File: config.mk
export PLATFORM = sky130hd
export DESIGN_NAME = nox
export DESIGN_NICKNAME = d
export VERILOG_FILES = /design/src/logic/nox_pkg.sv /design/src/logic/nox_ctrl.sv /design/src/logic/nox_fetch.sv /design/src/logic/nox_decode.sv /design/src/logic/nox_execute.sv /design/src/logic/nox_lsu.sv /design/src/logic/nox.sv
export SDC_FILE = /design/constraint.sdc
export NUM_CORES = 2
export LEC_CHECK = 0
export BUFFER_PORTS_ARGS = -buffer_cell sky130_fd_sc_hd__buf_4
export CAP_MARGIN = 20
export CORE_MARGIN = 1.5
export CORE_UTILIZATION = 42
export DETAILED_ROUTE_END_ITERATION = 16
export PLACE_DENSITY = 0.6
export SETUP_SLACK_MARGIN = 0.2
export SLEW_MARGIN = 15
export SYNTH_ARGS = -nofsm -noshare
export SYNTH_HDL_FRONTEND = slang
export SYNTH_SLANG_ARGS = --single-unit
File: constraint.sdc
create_clock -name clk -period 7.61 [get_ports clk]
set_input_delay 0.3805 -clock clk [delete_from_list [all_inputs] [get_ports clk]]
set_output_delay 0.3805 -clock clk [all_outputs]
set_load 0.1 [all_outputs]
File: src/logic/nox_pkg.sv
`default_nettype none

package nox_pkg;

  typedef logic [31:0] pc_t;
  typedef logic [31:0] instr_raw_t;
  typedef logic [31:0] rdata_t;
  typedef logic [4:0]  raddr_t;
  typedef logic [2:0]  alu_op_t;

  // ALU operation selector
  localparam alu_op_t alu_add    = 3'd0;
  localparam alu_op_t alu_sub    = 3'd1;
  localparam alu_op_t alu_and    = 3'd2;
  localparam alu_op_t alu_or     = 3'd3;
  localparam alu_op_t alu_xor    = 3'd4;
  localparam alu_op_t alu_pass_b = 3'd5;

  // Major opcodes of the supported subset
  localparam logic [6:0] opc_lui    = 7'b0110111;
  localparam logic [6:0] opc_jal    = 7'b1101111;
  localparam logic [6:0] opc_branch = 7'b1100011;
  localparam logic [6:0] opc_load   = 7'b0000011;
  localparam logic [6:0] opc_store  = 7'b0100011;
  localparam logic [6:0] opc_op_imm = 7'b0010011;
  localparam logic [6:0] opc_op     = 7'b0110011;

  // Funct3 codes
  localparam logic [2:0] f3_beq  = 3'b000;
  localparam logic [2:0] f3_bne  = 3'b001;
  localparam logic [2:0] f3_word = 3'b010;
  localparam logic [2:0] f3_add  = 3'b000;
  localparam logic [2:0] f3_xor  = 3'b100;
  localparam logic [2:0] f3_or   = 3'b110;
  localparam logic [2:0] f3_and  = 3'b111;

  // Funct7 codes for register-register ops
  localparam logic [6:0] f7_base = 7'b0000000;
  localparam logic [6:0] f7_sub  = 7'b0100000;

endpackage

`default_nettype wire

File: src/logic/nox_ctrl.sv
`timescale 1ns/10ps
`default_nettype none

module nox_ctrl (
  input  logic       clk,
  input  logic       rst_i,
  input  logic       start_fetch_i,
  input  logic       instr_done_i,
  input  logic [6:0] opcode_i,
  input  logic       illegal_i,
  input  logic       branch_taken_i,
  input  logic       lsu_done_i,
  input  logic       lsu_fault_i,
  output logic       fetch_start_o,
  output logic       pc_load_o,
  output logic       pc_sel_jump_o,
  output logic       rf_we_o,
  output logic       lsu_start_o,
  output logic       retire_o,
  output logic       halted_o
);
  typedef enum logic [2:0] {
    st_idle,
    st_fetch,
    st_decode,
    st_execute,
    st_mem,
    st_wb,
    st_halt
  } ctrl_state_t;

  ctrl_state_t state_q;
  logic        fetch_start_q;
  logic        lsu_start_q;
  logic        is_mem_op;
  logic        writes_rd;

  assign is_mem_op = (opcode_i == nox_pkg::opc_load) || (opcode_i == nox_pkg::opc_store);
  assign writes_rd = (opcode_i == nox_pkg::opc_lui) || (opcode_i == nox_pkg::opc_jal) ||
                     (opcode_i == nox_pkg::opc_load) || (opcode_i == nox_pkg::opc_op_imm) ||
                     (opcode_i == nox_pkg::opc_op);

  // Bus strobes are one-cycle pulses on entry to FETCH and MEM
  always_ff @(posedge clk) begin
    if (rst_i) begin
      state_q       <= st_idle;
      fetch_start_q <= 1'b0;
      lsu_start_q   <= 1'b0;
    end else begin
      fetch_start_q <= 1'b0;
      lsu_start_q   <= 1'b0;
      case (state_q)
        st_idle: begin
          if (start_fetch_i) begin
            state_q       <= st_fetch;
            fetch_start_q <= 1'b1;
          end
        end
        st_fetch: begin
          if (instr_done_i) begin
            state_q <= st_decode;
          end
        end
        st_decode: begin
          state_q <= illegal_i ? st_halt : st_execute;
        end
        st_execute: begin
          if (is_mem_op) begin
            state_q     <= st_mem;
            lsu_start_q <= 1'b1;
          end else begin
            state_q <= st_wb;
          end
        end
        st_mem: begin
          if (lsu_fault_i) begin
            state_q <= st_halt;
          end else if (lsu_done_i) begin
            state_q <= st_wb;
          end
        end
        st_wb: begin
          state_q       <= st_fetch;
          fetch_start_q <= 1'b1;
        end
        default: state_q <= st_halt;
      endcase
    end
  end

  assign fetch_start_o = fetch_start_q;
  assign lsu_start_o   = lsu_start_q;
  assign pc_load_o     = (state_q == st_wb);
  assign pc_sel_jump_o = (opcode_i == nox_pkg::opc_jal) ||
                         ((opcode_i == nox_pkg::opc_branch) && branch_taken_i);
  assign rf_we_o       = (state_q == st_wb) && writes_rd;
  assign retire_o      = (state_q == st_wb);
  assign halted_o      = (state_q == st_halt);

  // Fetch completion only while the machine waits for it
  a_done_in_fetch: assert property (@(posedge clk) disable iff (rst_i)
    instr_done_i |-> (state_q == st_fetch));

  a_lsu_done_in_mem: assert property (@(posedge clk) disable iff (rst_i)
    lsu_done_i |-> (state_q == st_mem));

endmodule

`default_nettype wire

File: src/logic/nox_fetch.sv
`timescale 1ns/10ps
`default_nettype none

module nox_fetch (
  input  logic                clk,
  input  logic                rst_i,
  input  logic                start_i,
  input  nox_pkg::pc_t        start_addr_i,
  input  logic                fetch_start_i,
  input  logic                pc_load_i,
  input  logic                pc_sel_jump_i,
  input  nox_pkg::pc_t        jump_target_i,
  input  nox_pkg::instr_raw_t instr_rdata_i,
  input  logic                instr_valid_i,
  output logic                instr_req_o,
  output nox_pkg::pc_t        instr_addr_o,
  output nox_pkg::pc_t        pc_o,
  output nox_pkg::instr_raw_t instr_o,
  output logic                instr_done_o
);
  nox_pkg::pc_t        pc_q;
  nox_pkg::instr_raw_t ir_q;
  logic                pending_q;
  logic                misalign_q;
  logic                pc_misaligned;

  assign pc_misaligned = (pc_q[1:0] != 2'b00);

  // A misaligned PC never reaches the bus
  assign instr_req_o  = fetch_start_i && !pc_misaligned;
  assign instr_addr_o = pc_q;
  assign pc_o         = pc_q;
  assign instr_o      = ir_q;
  assign instr_done_o = (pending_q && instr_valid_i) || misalign_q;

  always_ff @(posedge clk) begin
    if (rst_i) begin
      pc_q <= '0;
    end else if (start_i) begin
      pc_q <= start_addr_i;
    end else if (pc_load_i) begin
      pc_q <= pc_sel_jump_i ? jump_target_i : pc_q + 32'd4;
    end
  end

  always_ff @(posedge clk) begin
    if (rst_i) begin
      pending_q  <= 1'b0;
      misalign_q <= 1'b0;
    end else begin
      misalign_q <= fetch_start_i && pc_misaligned;
      if (instr_req_o) begin
        pending_q <= 1'b1;
      end else if (instr_valid_i) begin
        pending_q <= 1'b0;
      end
    end
  end

  // All-zero word decodes as illegal and halts the core
  always_ff @(posedge clk) begin
    if (fetch_start_i && pc_misaligned) begin
      ir_q <= '0;
    end else if (pending_q && instr_valid_i) begin
      ir_q <= instr_rdata_i;
    end
  end

  a_no_stray_valid: assert property (@(posedge clk) disable iff (rst_i)
    instr_valid_i |-> pending_q);

endmodule

`default_nettype wire

File: src/logic/nox_decode.sv
`timescale 1ns/10ps
`default_nettype none

module nox_decode (
  input  logic                clk,
  input  logic                rst_i,
  input  nox_pkg::instr_raw_t instr_i,
  input  nox_pkg::pc_t        pc_i,
  input  logic                rf_we_i,
  input  nox_pkg::rdata_t     alu_res_i,
  input  nox_pkg::rdata_t     load_data_i,
  output logic [6:0]          opcode_o,
  output logic                illegal_o,
  output nox_pkg::rdata_t     rs1_data_o,
  output nox_pkg::rdata_t     rs2_data_o,
  output nox_pkg::rdata_t     imm_o,
  output nox_pkg::alu_op_t    alu_op_o,
  output logic                use_imm_o
);
  nox_pkg::rdata_t regs [32];
  nox_pkg::raddr_t rd;
  nox_pkg::raddr_t rs1;
  nox_pkg::raddr_t rs2;
  logic [2:0]      funct3;
  logic [6:0]      funct7;
  nox_pkg::rdata_t wb_data;

  assign opcode_o = instr_i[6:0];
  assign rd       = instr_i[11:7];
  assign funct3   = instr_i[14:12];
  assign rs1      = instr_i[19:15];
  assign rs2      = instr_i[24:20];
  assign funct7   = instr_i[31:25];

  always_comb begin
    illegal_o = 1'b0;
    alu_op_o  = nox_pkg::alu_add;
    use_imm_o = 1'b1;
    imm_o     = {{20{instr_i[31]}}, instr_i[31:20]};
    case (opcode_o)
      nox_pkg::opc_lui: begin
        alu_op_o = nox_pkg::alu_pass_b;
        imm_o    = {instr_i[31:12], 12'b0};
      end
      nox_pkg::opc_jal: begin
        imm_o = {{11{instr_i[31]}}, instr_i[31], instr_i[19:12], instr_i[20],
                 instr_i[30:21], 1'b0};
      end
      nox_pkg::opc_branch: begin
        // Execute reads sub as BEQ and xor as BNE
        use_imm_o = 1'b0;
        alu_op_o  = (funct3 == nox_pkg::f3_beq) ? nox_pkg::alu_sub : nox_pkg::alu_xor;
        imm_o     = {{19{instr_i[31]}}, instr_i[31], instr_i[7], instr_i[30:25],
                     instr_i[11:8], 1'b0};
        illegal_o = (funct3 != nox_pkg::f3_beq) && (funct3 != nox_pkg::f3_bne);
      end
      nox_pkg::opc_load: begin
        illegal_o = (funct3 != nox_pkg::f3_word);
      end
      nox_pkg::opc_store: begin
        imm_o     = {{20{instr_i[31]}}, instr_i[31:25], instr_i[11:7]};
        illegal_o = (funct3 != nox_pkg::f3_word);
      end
      nox_pkg::opc_op_imm: begin
        // ADDI only
        illegal_o = (funct3 != nox_pkg::f3_add);
      end
      nox_pkg::opc_op: begin
        use_imm_o = 1'b0;
        case (funct3)
          nox_pkg::f3_add: begin
            alu_op_o  = (funct7 == nox_pkg::f7_sub) ? nox_pkg::alu_sub : nox_pkg::alu_add;
            illegal_o = (funct7 != nox_pkg::f7_base) && (funct7 != nox_pkg::f7_sub);
          end
          nox_pkg::f3_xor: begin
            alu_op_o  = nox_pkg::alu_xor;
            illegal_o = (funct7 != nox_pkg::f7_base);
          end
          nox_pkg::f3_or: begin
            alu_op_o  = nox_pkg::alu_or;
            illegal_o = (funct7 != nox_pkg::f7_base);
          end
          nox_pkg::f3_and: begin
            alu_op_o  = nox_pkg::alu_and;
            illegal_o = (funct7 != nox_pkg::f7_base);
          end
          default: illegal_o = 1'b1;
        endcase
      end
      default: illegal_o = 1'b1;
    endcase
  end

  // Register file, x0 reads as zero
  assign rs1_data_o = (rs1 == 5'd0) ? '0 : regs[rs1];
  assign rs2_data_o = (rs2 == 5'd0) ? '0 : regs[rs2];

  // Writeback source by instruction class
  always_comb begin
    case (opcode_o)
      nox_pkg::opc_load: wb_data = load_data_i;
      nox_pkg::opc_jal:  wb_data = pc_i + 32'd4;
      default:           wb_data = alu_res_i;
    endcase
  end

  always_ff @(posedge clk) begin
    if (rf_we_i && !rst_i && (rd != 5'd0)) begin
      regs[rd] <= wb_data;
    end
  end

endmodule

`default_nettype wire

File: src/logic/nox_execute.sv
`timescale 1ns/10ps
`default_nettype none

module nox_execute (
  input  logic             clk,
  input  logic             rst_i,
  input  nox_pkg::pc_t     pc_i,
  input  logic [6:0]       opcode_i,
  input  nox_pkg::rdata_t  rs1_data_i,
  input  nox_pkg::rdata_t  rs2_data_i,
  input  nox_pkg::rdata_t  imm_i,
  input  nox_pkg::alu_op_t alu_op_i,
  input  logic             use_imm_i,
  output nox_pkg::rdata_t  alu_res_o,
  output logic             branch_taken_o,
  output nox_pkg::pc_t     jump_target_o
);
  nox_pkg::rdata_t op_b;
  nox_pkg::rdata_t alu_res;
  logic            operands_eq;
  logic            taken;

  assign op_b = use_imm_i ? imm_i : rs2_data_i;

  always_comb begin
    case (alu_op_i)
      nox_pkg::alu_sub:    alu_res = rs1_data_i - op_b;
      nox_pkg::alu_and:    alu_res = rs1_data_i & op_b;
      nox_pkg::alu_or:     alu_res = rs1_data_i | op_b;
      nox_pkg::alu_xor:    alu_res = rs1_data_i ^ op_b;
      nox_pkg::alu_pass_b: alu_res = op_b;
      default:             alu_res = rs1_data_i + op_b;
    endcase
  end

  // BEQ comes in as sub, BNE as xor
  assign operands_eq = (rs1_data_i == rs2_data_i);
  assign taken = (opcode_i == nox_pkg::opc_branch) &&
                 ((alu_op_i == nox_pkg::alu_sub) ? operands_eq : !operands_eq);

  always_ff @(posedge clk) begin
    alu_res_o     <= alu_res;
    jump_target_o <= pc_i + imm_i;
  end

  always_ff @(posedge clk) begin
    if (rst_i) begin
      branch_taken_o <= 1'b0;
    end else begin
      branch_taken_o <= taken;
    end
  end

endmodule

`default_nettype wire

File: src/logic/nox_lsu.sv
`timescale 1ns/10ps
`default_nettype none

module nox_lsu #(
  parameter int SUPPORT_WR_RESP = 1
) (
  input  logic            clk,
  input  logic            rst_i,
  input  logic            start_i,
  input  logic            is_store_i,
  input  nox_pkg::rdata_t addr_i,
  input  nox_pkg::rdata_t wdata_i,
  input  nox_pkg::rdata_t data_rdata_i,
  input  logic            data_valid_i,
  output logic            data_req_o,
  output logic            data_we_o,
  output nox_pkg::rdata_t data_addr_o,
  output nox_pkg::rdata_t data_wdata_o,
  output nox_pkg::rdata_t load_data_o,
  output logic            done_o,
  output logic            fault_o
);
  logic pending_q;
  logic store_done_q;
  logic misaligned;
  logic wait_resp;

  assign misaligned = (addr_i[1:0] != 2'b00);
  assign wait_resp  = !is_store_i || (SUPPORT_WR_RESP != 0);

  assign data_req_o   = start_i && !misaligned;
  assign data_we_o    = is_store_i;
  assign data_addr_o  = addr_i;
  assign data_wdata_o = wdata_i;
  assign fault_o      = start_i && misaligned;
  assign done_o       = (pending_q && data_valid_i) || store_done_q;

  always_ff @(posedge clk) begin
    if (rst_i) begin
      pending_q    <= 1'b0;
      store_done_q <= 1'b0;
    end else begin
      // Posted store completes one cycle after its strobe
      store_done_q <= data_req_o && !wait_resp;
      if (data_req_o && wait_resp) begin
        pending_q <= 1'b1;
      end else if (data_valid_i) begin
        pending_q <= 1'b0;
      end
    end
  end

  always_ff @(posedge clk) begin
    if (pending_q && data_valid_i && !is_store_i) begin
      load_data_o <= data_rdata_i;
    end
  end

  // No second request while one is still outstanding
  a_req_single: assert property (@(posedge clk) disable iff (rst_i)
    data_req_o |-> !pending_q);

endmodule

`default_nettype wire

File: src/logic/nox.sv
`timescale 1ns/10ps
`default_nettype none

module nox #(
  parameter int SUPPORT_WR_RESP = 1
) (
  input  logic                clk,
  input  logic                rst_i,
  // Boot
  input  logic                start_fetch_i,
  input  nox_pkg::pc_t        start_addr_i,
  // Instruction bus
  output logic                instr_req_o,
  output nox_pkg::pc_t        instr_addr_o,
  input  nox_pkg::instr_raw_t instr_rdata_i,
  input  logic                instr_valid_i,
  // Data bus
  output logic                data_req_o,
  output logic                data_we_o,
  output nox_pkg::rdata_t     data_addr_o,
  output nox_pkg::rdata_t     data_wdata_o,
  input  nox_pkg::rdata_t     data_rdata_i,
  input  logic                data_valid_i,
  // Status
  output logic                retire_o,
  output logic                halted_o
);
  logic                fetch_start;
  logic                pc_load;
  logic                pc_sel_jump;
  logic                instr_done;
  logic                rf_we;
  logic                lsu_start;
  logic                lsu_done;
  logic                lsu_fault;
  logic [6:0]          opcode;
  logic                illegal;
  nox_pkg::pc_t        pc;
  nox_pkg::instr_raw_t instr;
  nox_pkg::rdata_t     rs1_data;
  nox_pkg::rdata_t     rs2_data;
  nox_pkg::rdata_t     imm;
  nox_pkg::alu_op_t    alu_op;
  logic                use_imm;
  nox_pkg::rdata_t     alu_res;
  logic                branch_taken;
  nox_pkg::pc_t        jump_target;
  nox_pkg::rdata_t     load_data;

  nox_ctrl u_ctrl (
    .clk            (clk),
    .rst_i          (rst_i),
    .start_fetch_i  (start_fetch_i),
    .instr_done_i   (instr_done),
    .opcode_i       (opcode),
    .illegal_i      (illegal),
    .branch_taken_i (branch_taken),
    .lsu_done_i     (lsu_done),
    .lsu_fault_i    (lsu_fault),
    .fetch_start_o  (fetch_start),
    .pc_load_o      (pc_load),
    .pc_sel_jump_o  (pc_sel_jump),
    .rf_we_o        (rf_we),
    .lsu_start_o    (lsu_start),
    .retire_o       (retire_o),
    .halted_o       (halted_o)
  );

  nox_fetch u_fetch (
    .clk           (clk),
    .rst_i         (rst_i),
    .start_i       (start_fetch_i),
    .start_addr_i  (start_addr_i),
    .fetch_start_i (fetch_start),
    .pc_load_i     (pc_load),
    .pc_sel_jump_i (pc_sel_jump),
    .jump_target_i (jump_target),
    .instr_rdata_i (instr_rdata_i),
    .instr_valid_i (instr_valid_i),
    .instr_req_o   (instr_req_o),
    .instr_addr_o  (instr_addr_o),
    .pc_o          (pc),
    .instr_o       (instr),
    .instr_done_o  (instr_done)
  );

  nox_decode u_decode (
    .clk         (clk),
    .rst_i       (rst_i),
    .instr_i     (instr),
    .pc_i        (pc),
    .rf_we_i     (rf_we),
    .alu_res_i   (alu_res),
    .load_data_i (load_data),
    .opcode_o    (opcode),
    .illegal_o   (illegal),
    .rs1_data_o  (rs1_data),
    .rs2_data_o  (rs2_data),
    .imm_o       (imm),
    .alu_op_o    (alu_op),
    .use_imm_o   (use_imm)
  );

  nox_execute u_execute (
    .clk            (clk),
    .rst_i          (rst_i),
    .pc_i           (pc),
    .opcode_i       (opcode),
    .rs1_data_i     (rs1_data),
    .rs2_data_i     (rs2_data),
    .imm_i          (imm),
    .alu_op_i       (alu_op),
    .use_imm_i      (use_imm),
    .alu_res_o      (alu_res),
    .branch_taken_o (branch_taken),
    .jump_target_o  (jump_target)
  );

  // Opcode bit 5 tells SW from LW
  nox_lsu #(
    .SUPPORT_WR_RESP (SUPPORT_WR_RESP)
  ) u_lsu (
    .clk          (clk),
    .rst_i        (rst_i),
    .start_i      (lsu_start),
    .is_store_i   (opcode[5]),
    .addr_i       (alu_res),
    .wdata_i      (rs2_data),
    .data_rdata_i (data_rdata_i),
    .data_valid_i (data_valid_i),
    .data_req_o   (data_req_o),
    .data_we_o    (data_we_o),
    .data_addr_o  (data_addr_o),
    .data_wdata_o (data_wdata_o),
    .load_data_o  (load_data),
    .done_o       (lsu_done),
    .fault_o      (lsu_fault)
  );

endmodule

`default_nettype wire

## After elaboration in Yosys (flattened, before gate mapping)

Memories as Yosys holds them, arrays and structs flattened. A register that Yosys moved wholly into a read port is not among the register bits.
Index checks and enable logic that the tools add are counted.

| cells by class | value |
|---|---|
| multiplexer cells | 36 |
| equal/unequal tests | 29 |
| add/subtract/negate cells | 4 |
| bitwise operators | 4 |
| reductions and logical operators | 44 |

Operators by type and width:

| operator | number |
|---|---|
| $mux 32 | 6 |
| $pmux 32 s5 | 1 |
| $pmux 31 s4 | 1 |
| $add 32x32->32 | 2 |
| $pmux 32 s2 | 1 |
| $add 32x3->32 const B | 1 |
| $and 32x32->32 | 1 |
| $eq 32x32->1 | 1 |
| $or 32x32->32 | 1 |
| $sub 32x32->32 | 1 |
| $xor 32x32->32 | 1 |
| $eq 7x6->1 const B | 4 |
| $eq 3x3->1 const B | 8 |
| $mux 5 | 4 |
| $mux 3 | 6 |
| $pmux 3 s6 | 1 |
| $eq 7x7->1 const B | 2 |
| $logic_and 1x1->1 | 14 |
| $eq 3x2->1 const B | 4 |
| $pmux 3 s4 | 1 |
| $mux 1 | 11 |
| $logic_not 5->1 | 2 |
| $reduce_bool 2->1 | 5 |
| $pmux 3 s3 | 1 |
| other kinds (19) | 37 |

| storage, ports and cells | value |
|---|---|
| memory bits (writable) | 1024 |
| register bits | 169 |
| logic and storage cells | 130 |
| output and inout port bits | 101 |
| memories kept | 1 |

Memory list:

| name | words | bits a word | read ports | clocked after Yosys merged registers in | wr ports | RTL line | RTL |
|---|---|---|---|---|---|---|---|
| u_decode.regs | 32 | 32 | 2 | 2 | 1 | nox_decode.sv:20 | `nox_pkg::rdata_t regs [32];` |

## Logic depth before layout (Yosys ltp)

| depth | value |
|---|---|
| word-level depth | 10 |
| mapped depth | 30 |
| mapped depth without buffers | 24 |

## Modules after synthesis

A second synthesis with hierarchy kept.

| second synthesis, totals | value |
|---|---|
| cell total of the unflattened synthesis | 4737 |
| area total of the unflattened synthesis | 63239.4 um2 |

Modules (own cells, without submodules):

| module | area an instance (um2) | times used | cells each |
|---|---|---|---|
| nox_decode | 49018.3 | 1 | 2974 |
| nox_execute | 8318.0 | 1 | 1070 |
| nox_fetch | 4030.1 | 1 | 544 |
| nox_lsu | 1517.7 | 1 | 104 |
| nox_ctrl | 355.3 | 1 | 45 |

## Worst setup path after synthesis

Ideal clock, no wire load.

| path | value |
|---|---|
| kind | flip-flop to flip-flop |
| from | register (tool-made name) |
| to | register u_execute.alu_res_o[24] |
| buffers on the path | 2 |
| slack | -1.976 ns |
| library setup time | 0.062 ns |
| data required time | 7.548 ns |
| stages on the path, launching flop included | 20 |
| arrival | 9.524 ns |
| path through | dfxtp_1 -> buf_6 -> buf_8 -> nand3_1 -> o221ai_1 -> a211oi_1 -> a2111oi_0 -> mux2_2 -> or4_1 -> o21ai_0 -> xnor2_1 -> ha_1 -> a21o_1 -> a21oi_1 -> nor3b_1 -> a211o_1 -> a31oi_1 -> a21oi_1 -> or4b_2 -> nand3_1 |

RTL lines:

| what | RTL line | RTL |
|---|---|---|
| to (signal assigned) | nox_execute.sv:42 | `alu_res_o <= alu_res;` |
| to (decl) | nox_execute.sv:14 | `output nox_pkg::rdata_t alu_res_o,` |

==> metrics.md <==
| Metric | Value |
|---|---|
| Post-synthesis sequential area ratio | `0.568` |
| Hold/Removal Path Class | `in2reg` |
| Synth warn | `0` |
| Critical Path Sink Type | `flip-flop` |
| Instance count of the mapped netlist | `3,927` |
| Yosys cell types | `94` |
| Worst-margin pin slew | `1.15 ns` |
| Period minus WS final | `6.92 ns` |
| Unrepaired setup endpoints after global routing | `false` |
| Clock Root Buffer | `clkbuf_16` |
| Most common cell after layout, fill and taps aside | `edfxtp_1` |
| # DRC | `0` |
| DRT Pass-1 Iters | `7` |
| Max-capacitance violation count | `0` |
| Number of port buffers | `201` |
| Normalized max-slew margin | `0.231` |
| Peak supply drop | `0.465 mV` |
| Vias | `40,900` |
| Critical Path Fanout Max | `18` |
| WP data required | `8.26 ns` |
| Reg2reg path depth | `26` |
| Fraction of layout cells with a size suffix above 1 | `0.290` |
| Total CTS buffers | `132` |
| WHS Path Cells | `3` |
| Routed wire length | `213,000 um` |
| Multiplexer share of the synthesized area | `0.226` |
| WHS | `0.0417 ns` |
| Antenna Nets Post-Route | `0` |
| Initial antenna violation count | `3` |
| Main combinational cell family by area after synthesis | `multiplexers` |
| CTS clk-pin slew, worst paths | `0.06 ns` |
| Global route overflow | `0` |
| #FFs+latches synth | `1,203` |
| Number of synthesized flops with an enable pin | `1,056` |
| Max Slew Vio Count | `0` |
| Met2 GRT Util | `0.454` |
| Bufs on Longest Clock Path | `3` |
| Vias in the first global route | `39,900` |
| Reg-to-reg slack, setup | `0.69 ns` |
| PostCTS Resize Cnt | `0` |
| First-pass GRT wire length | `297,000 um` |
| Clk sinks | `1,203` |
| Num ports | `202` |
| Die Wd | `384 um` |
| Synth Flop Type | `edfxtp_1` |
| Power per Cell Area | `480 mW/mm^2` |
| Full die area | `0.147 mm^2` |
| CP Class | `reg2reg` |
| WL/cell | `33.7 um` |
| Worst Path Buf+Inv | `4` |
| Fin. Hold Viols | `0` |
| Final setup vio count | `0` |
| Gpl congestion | `0.948` |
| Simple-gate share of the synthesized area | `0.0556` |
| Compound-gate portion of the synthesized area | `0.0741` |
| Most frequent cells in the layout | `edfxtp_1, mux4_2, buf_4` |
| Synth Area in Adders | `0.0269` |
| Initial Utilization | `0.424` |
| Crit path largest cell delay | `0.73 ns` |
| Nets@finish | `4,550` |
| Synth Cell Area | `0.0610 mm^2` |
| TritonCTS clock tree | `built` |
| Clk_skew | `0.0309 ns` |
| Row cnt | `139` |
| LEAKAGE | `23.8 nW` |
| Worst path arrival time | `7.58 ns` |
| Layer with the highest usage | `met2` |
| Layout area overhead | `16.4%` |
| Largest net degree at the start of global routing | `84` |
| Initial DRC count | `4,988` |
| GRT Total Usage | `0.287` |
| Syn_area_per_cell | `15.5 um^2` |
| Post-DP HPWL | `136,000 um` |
| Delay-heaviest family, CP | `compound AO/OA/AOI/OAI gates` |
| CTS H-tree lvls | `4` |
| FF-to-FF End | `u_execute.alu_res_o[28]` |
| Die Y | `384 um` |
| Xor-xnor portion of the synthesized cell area | `0.0201` |
| Status | `complete, no violations` |
| Post-synth ARST share | `0` |
| Met3 usage | `0.0510` |
| Worst Min Path Start | `instr_rdata_i[23]` |
| CP max-delay cell | `dfxtp_4` |
| Vias per cell | `6.46` |
| Post-Route Setup TNS | `0 ns` |
| Fmax | `144 MHz` |
| Final period util | `0.910` |
| Global-route track usage on met1 | `0.388` |
| Crit start category | `flip-flop` |
| Worst-Skew Late Latency | `0.79 ns` |
| Core footprint | `0.144 mm^2` |
-- synth_stat cells, types with 9 or more instances --
cell	n	area [um^2]
xnor2_1	99	867
a221o_1	9	90.1
nor2b_1	50	313
a21oi_1	225	1130
o21a_1	14	105
or3_1	11	68.8
a211oi_1	42	315
dfxtp_1	147	2940
nor4_1	12	75.1
nor2_1	209	785
nand4_1	11	68.8
buf_1	34	128
nor3b_1	13	97.6
xor2_1	41	359
edfxtp_1	1056	31700
inv_1	119	447
nand2_1	217	815
a22oi_1	51	383
a21o_1	24	180
a221oi_1	14	123
clkbuf_1	149	559
mux4_2	564	12700
mux2i_1	84	841
mux2_2	11	124
nand3_1	46	230
o31ai_1	13	97.6
o22ai_1	21	131
buf_4	19	143
a222oi_1	19	190
a211o_1	13	114
buf_2	43	215
and2_1	18	113
nand2b_1	19	119
a2111oi_0	10	87.6
or2_2	11	68.8
buf_6	18	203
o221ai_1	15	131
ha_1	128	1600
nor3_1	34	170
o21ai_0	121	606
and3_1	20	125
a31oi_1	22	138
-- state kept, by name, summed over array words and instances (netlist names), named ones only --
register / count
u_ctrl.state_q: 3
u_execute.jump_target_o: 32
u_fetch.pending_q: 1
u_lsu.load_data_o: 32
u_execute.alu_res_o: 32
u_fetch.misalign_q: 1
u_decode.regs: 1024
u_fetch.instr_addr_o: 32
u_lsu.pending_q: 1
u_ctrl.lsu_start_o: 1
u_ctrl.fetch_start_o: 1
u_fetch.instr_o: 32
u_execute.branch_taken_o: 1
-- per-layer routing --
metal,wire (um),part of all wire,vias to the layer above
met4,10400,0.049,2
met5,13,0.000061,-
li1,-,-,16700
met2,99100,0.46,2487
met1,83000,0.39,21300
met3,21000,0.098,426
-- metrics by stage --
step	utilization	instance area, um^2	instances	power, mW	setup slack (ns)
global placement	0.457	65700	5987	27.4	0.729
global route	0.494	71000	6330	35.2	0.259
finish	0.494	71000	6332	34.1	0.685
floorplan	-	61100	3958	21.0	0.296
CTS	0.493	70900	6326	33.9	0.621
detailed placement	0.457	65700	5990	27.5	0.679
-- report_power, final --
| group | switching [mW] | leakage [nW] | internal, mW |
|---|---|---|---|
| clock | 2.71 | 2.06 | 3.66 |
| sequential | 0.796 | 10.8 | 8.44 |
| combinational | 12.0 | 11.0 | 6.48 |
-- repair_timing --
| action | in CTS | in global routing |
|---|---|---|
| buffers inserted | 0 | 1 |
| hold buffers | 95 | 0 |
| hold endpoints to repair | 102 | 0 |
| setup endpoints to repair | 0 | 2 |
-- area by class of cell --
class | instances | area, um^2
Clock buffer | 170 | 3590
Inverter | 121 | 454
Clock inverter | 71 | 653
Sequential cell | 1203 | 34700
Tap cell | 1903 | 2380
Fill cell | 12000 | 72800
Multi-Input combinational cell | 2369 | 25100
Antenna cell | 3 | 7.51
Timing Repair Buffer | 492 | 4080
-- worst register-to-register path, stage by stage (launching register included) --
cell,delay [ns]
dfxtp_4,0.73
buf_4,0.30
buf_4,0.27
mux4_2,0.33
a22oi_1,0.22
nand4_1,0.17
a21oi_1,0.23
or2_2,0.18
ha_1,0.18
inv_1,0.06
nor4_1,0.53
o311ai_0,0.24
buf_4,0.22
o21ai_0,0.28
o21ai_0,0.19
xnor2_1,0.17
ha_1,0.37
a21o_1,0.20
a21o_1,0.17
a21oi_1,0.18
nor3b_1,0.28
a211o_1,0.22
a31oi_1,0.18
a21boi_0,0.45
o21ai_0,0.15
o41a_1,0.13
o221ai_1,0.17
-- cell families after synthesis --
kind of cell               after synthesis
muxes                                  665
adders and majority gates              130
AOI/OAI and AO/OA                      694
and+or+nand+nor                        708
DFF                                   1203
buffers and inverters                  386
xor gates and xnor gates               140
other                                    1
-- worst max path at each step --
stage                          from                      end  cells past startpoint
after global placement    flip-flop  u_execute.alu_res_o[30]                     26
after CTS                 flip-flop  u_execute.alu_res_o[28]                     26
final                     flip-flop  u_execute.alu_res_o[28]                     26
after floorplan           flip-flop  u_execute.alu_res_o[31]                     18
after detailed placement  flip-flop  u_execute.alu_res_o[28]                     26
after global routing      flip-flop  u_execute.alu_res_o[28]                     26
(Power assumes the default switching activity.)
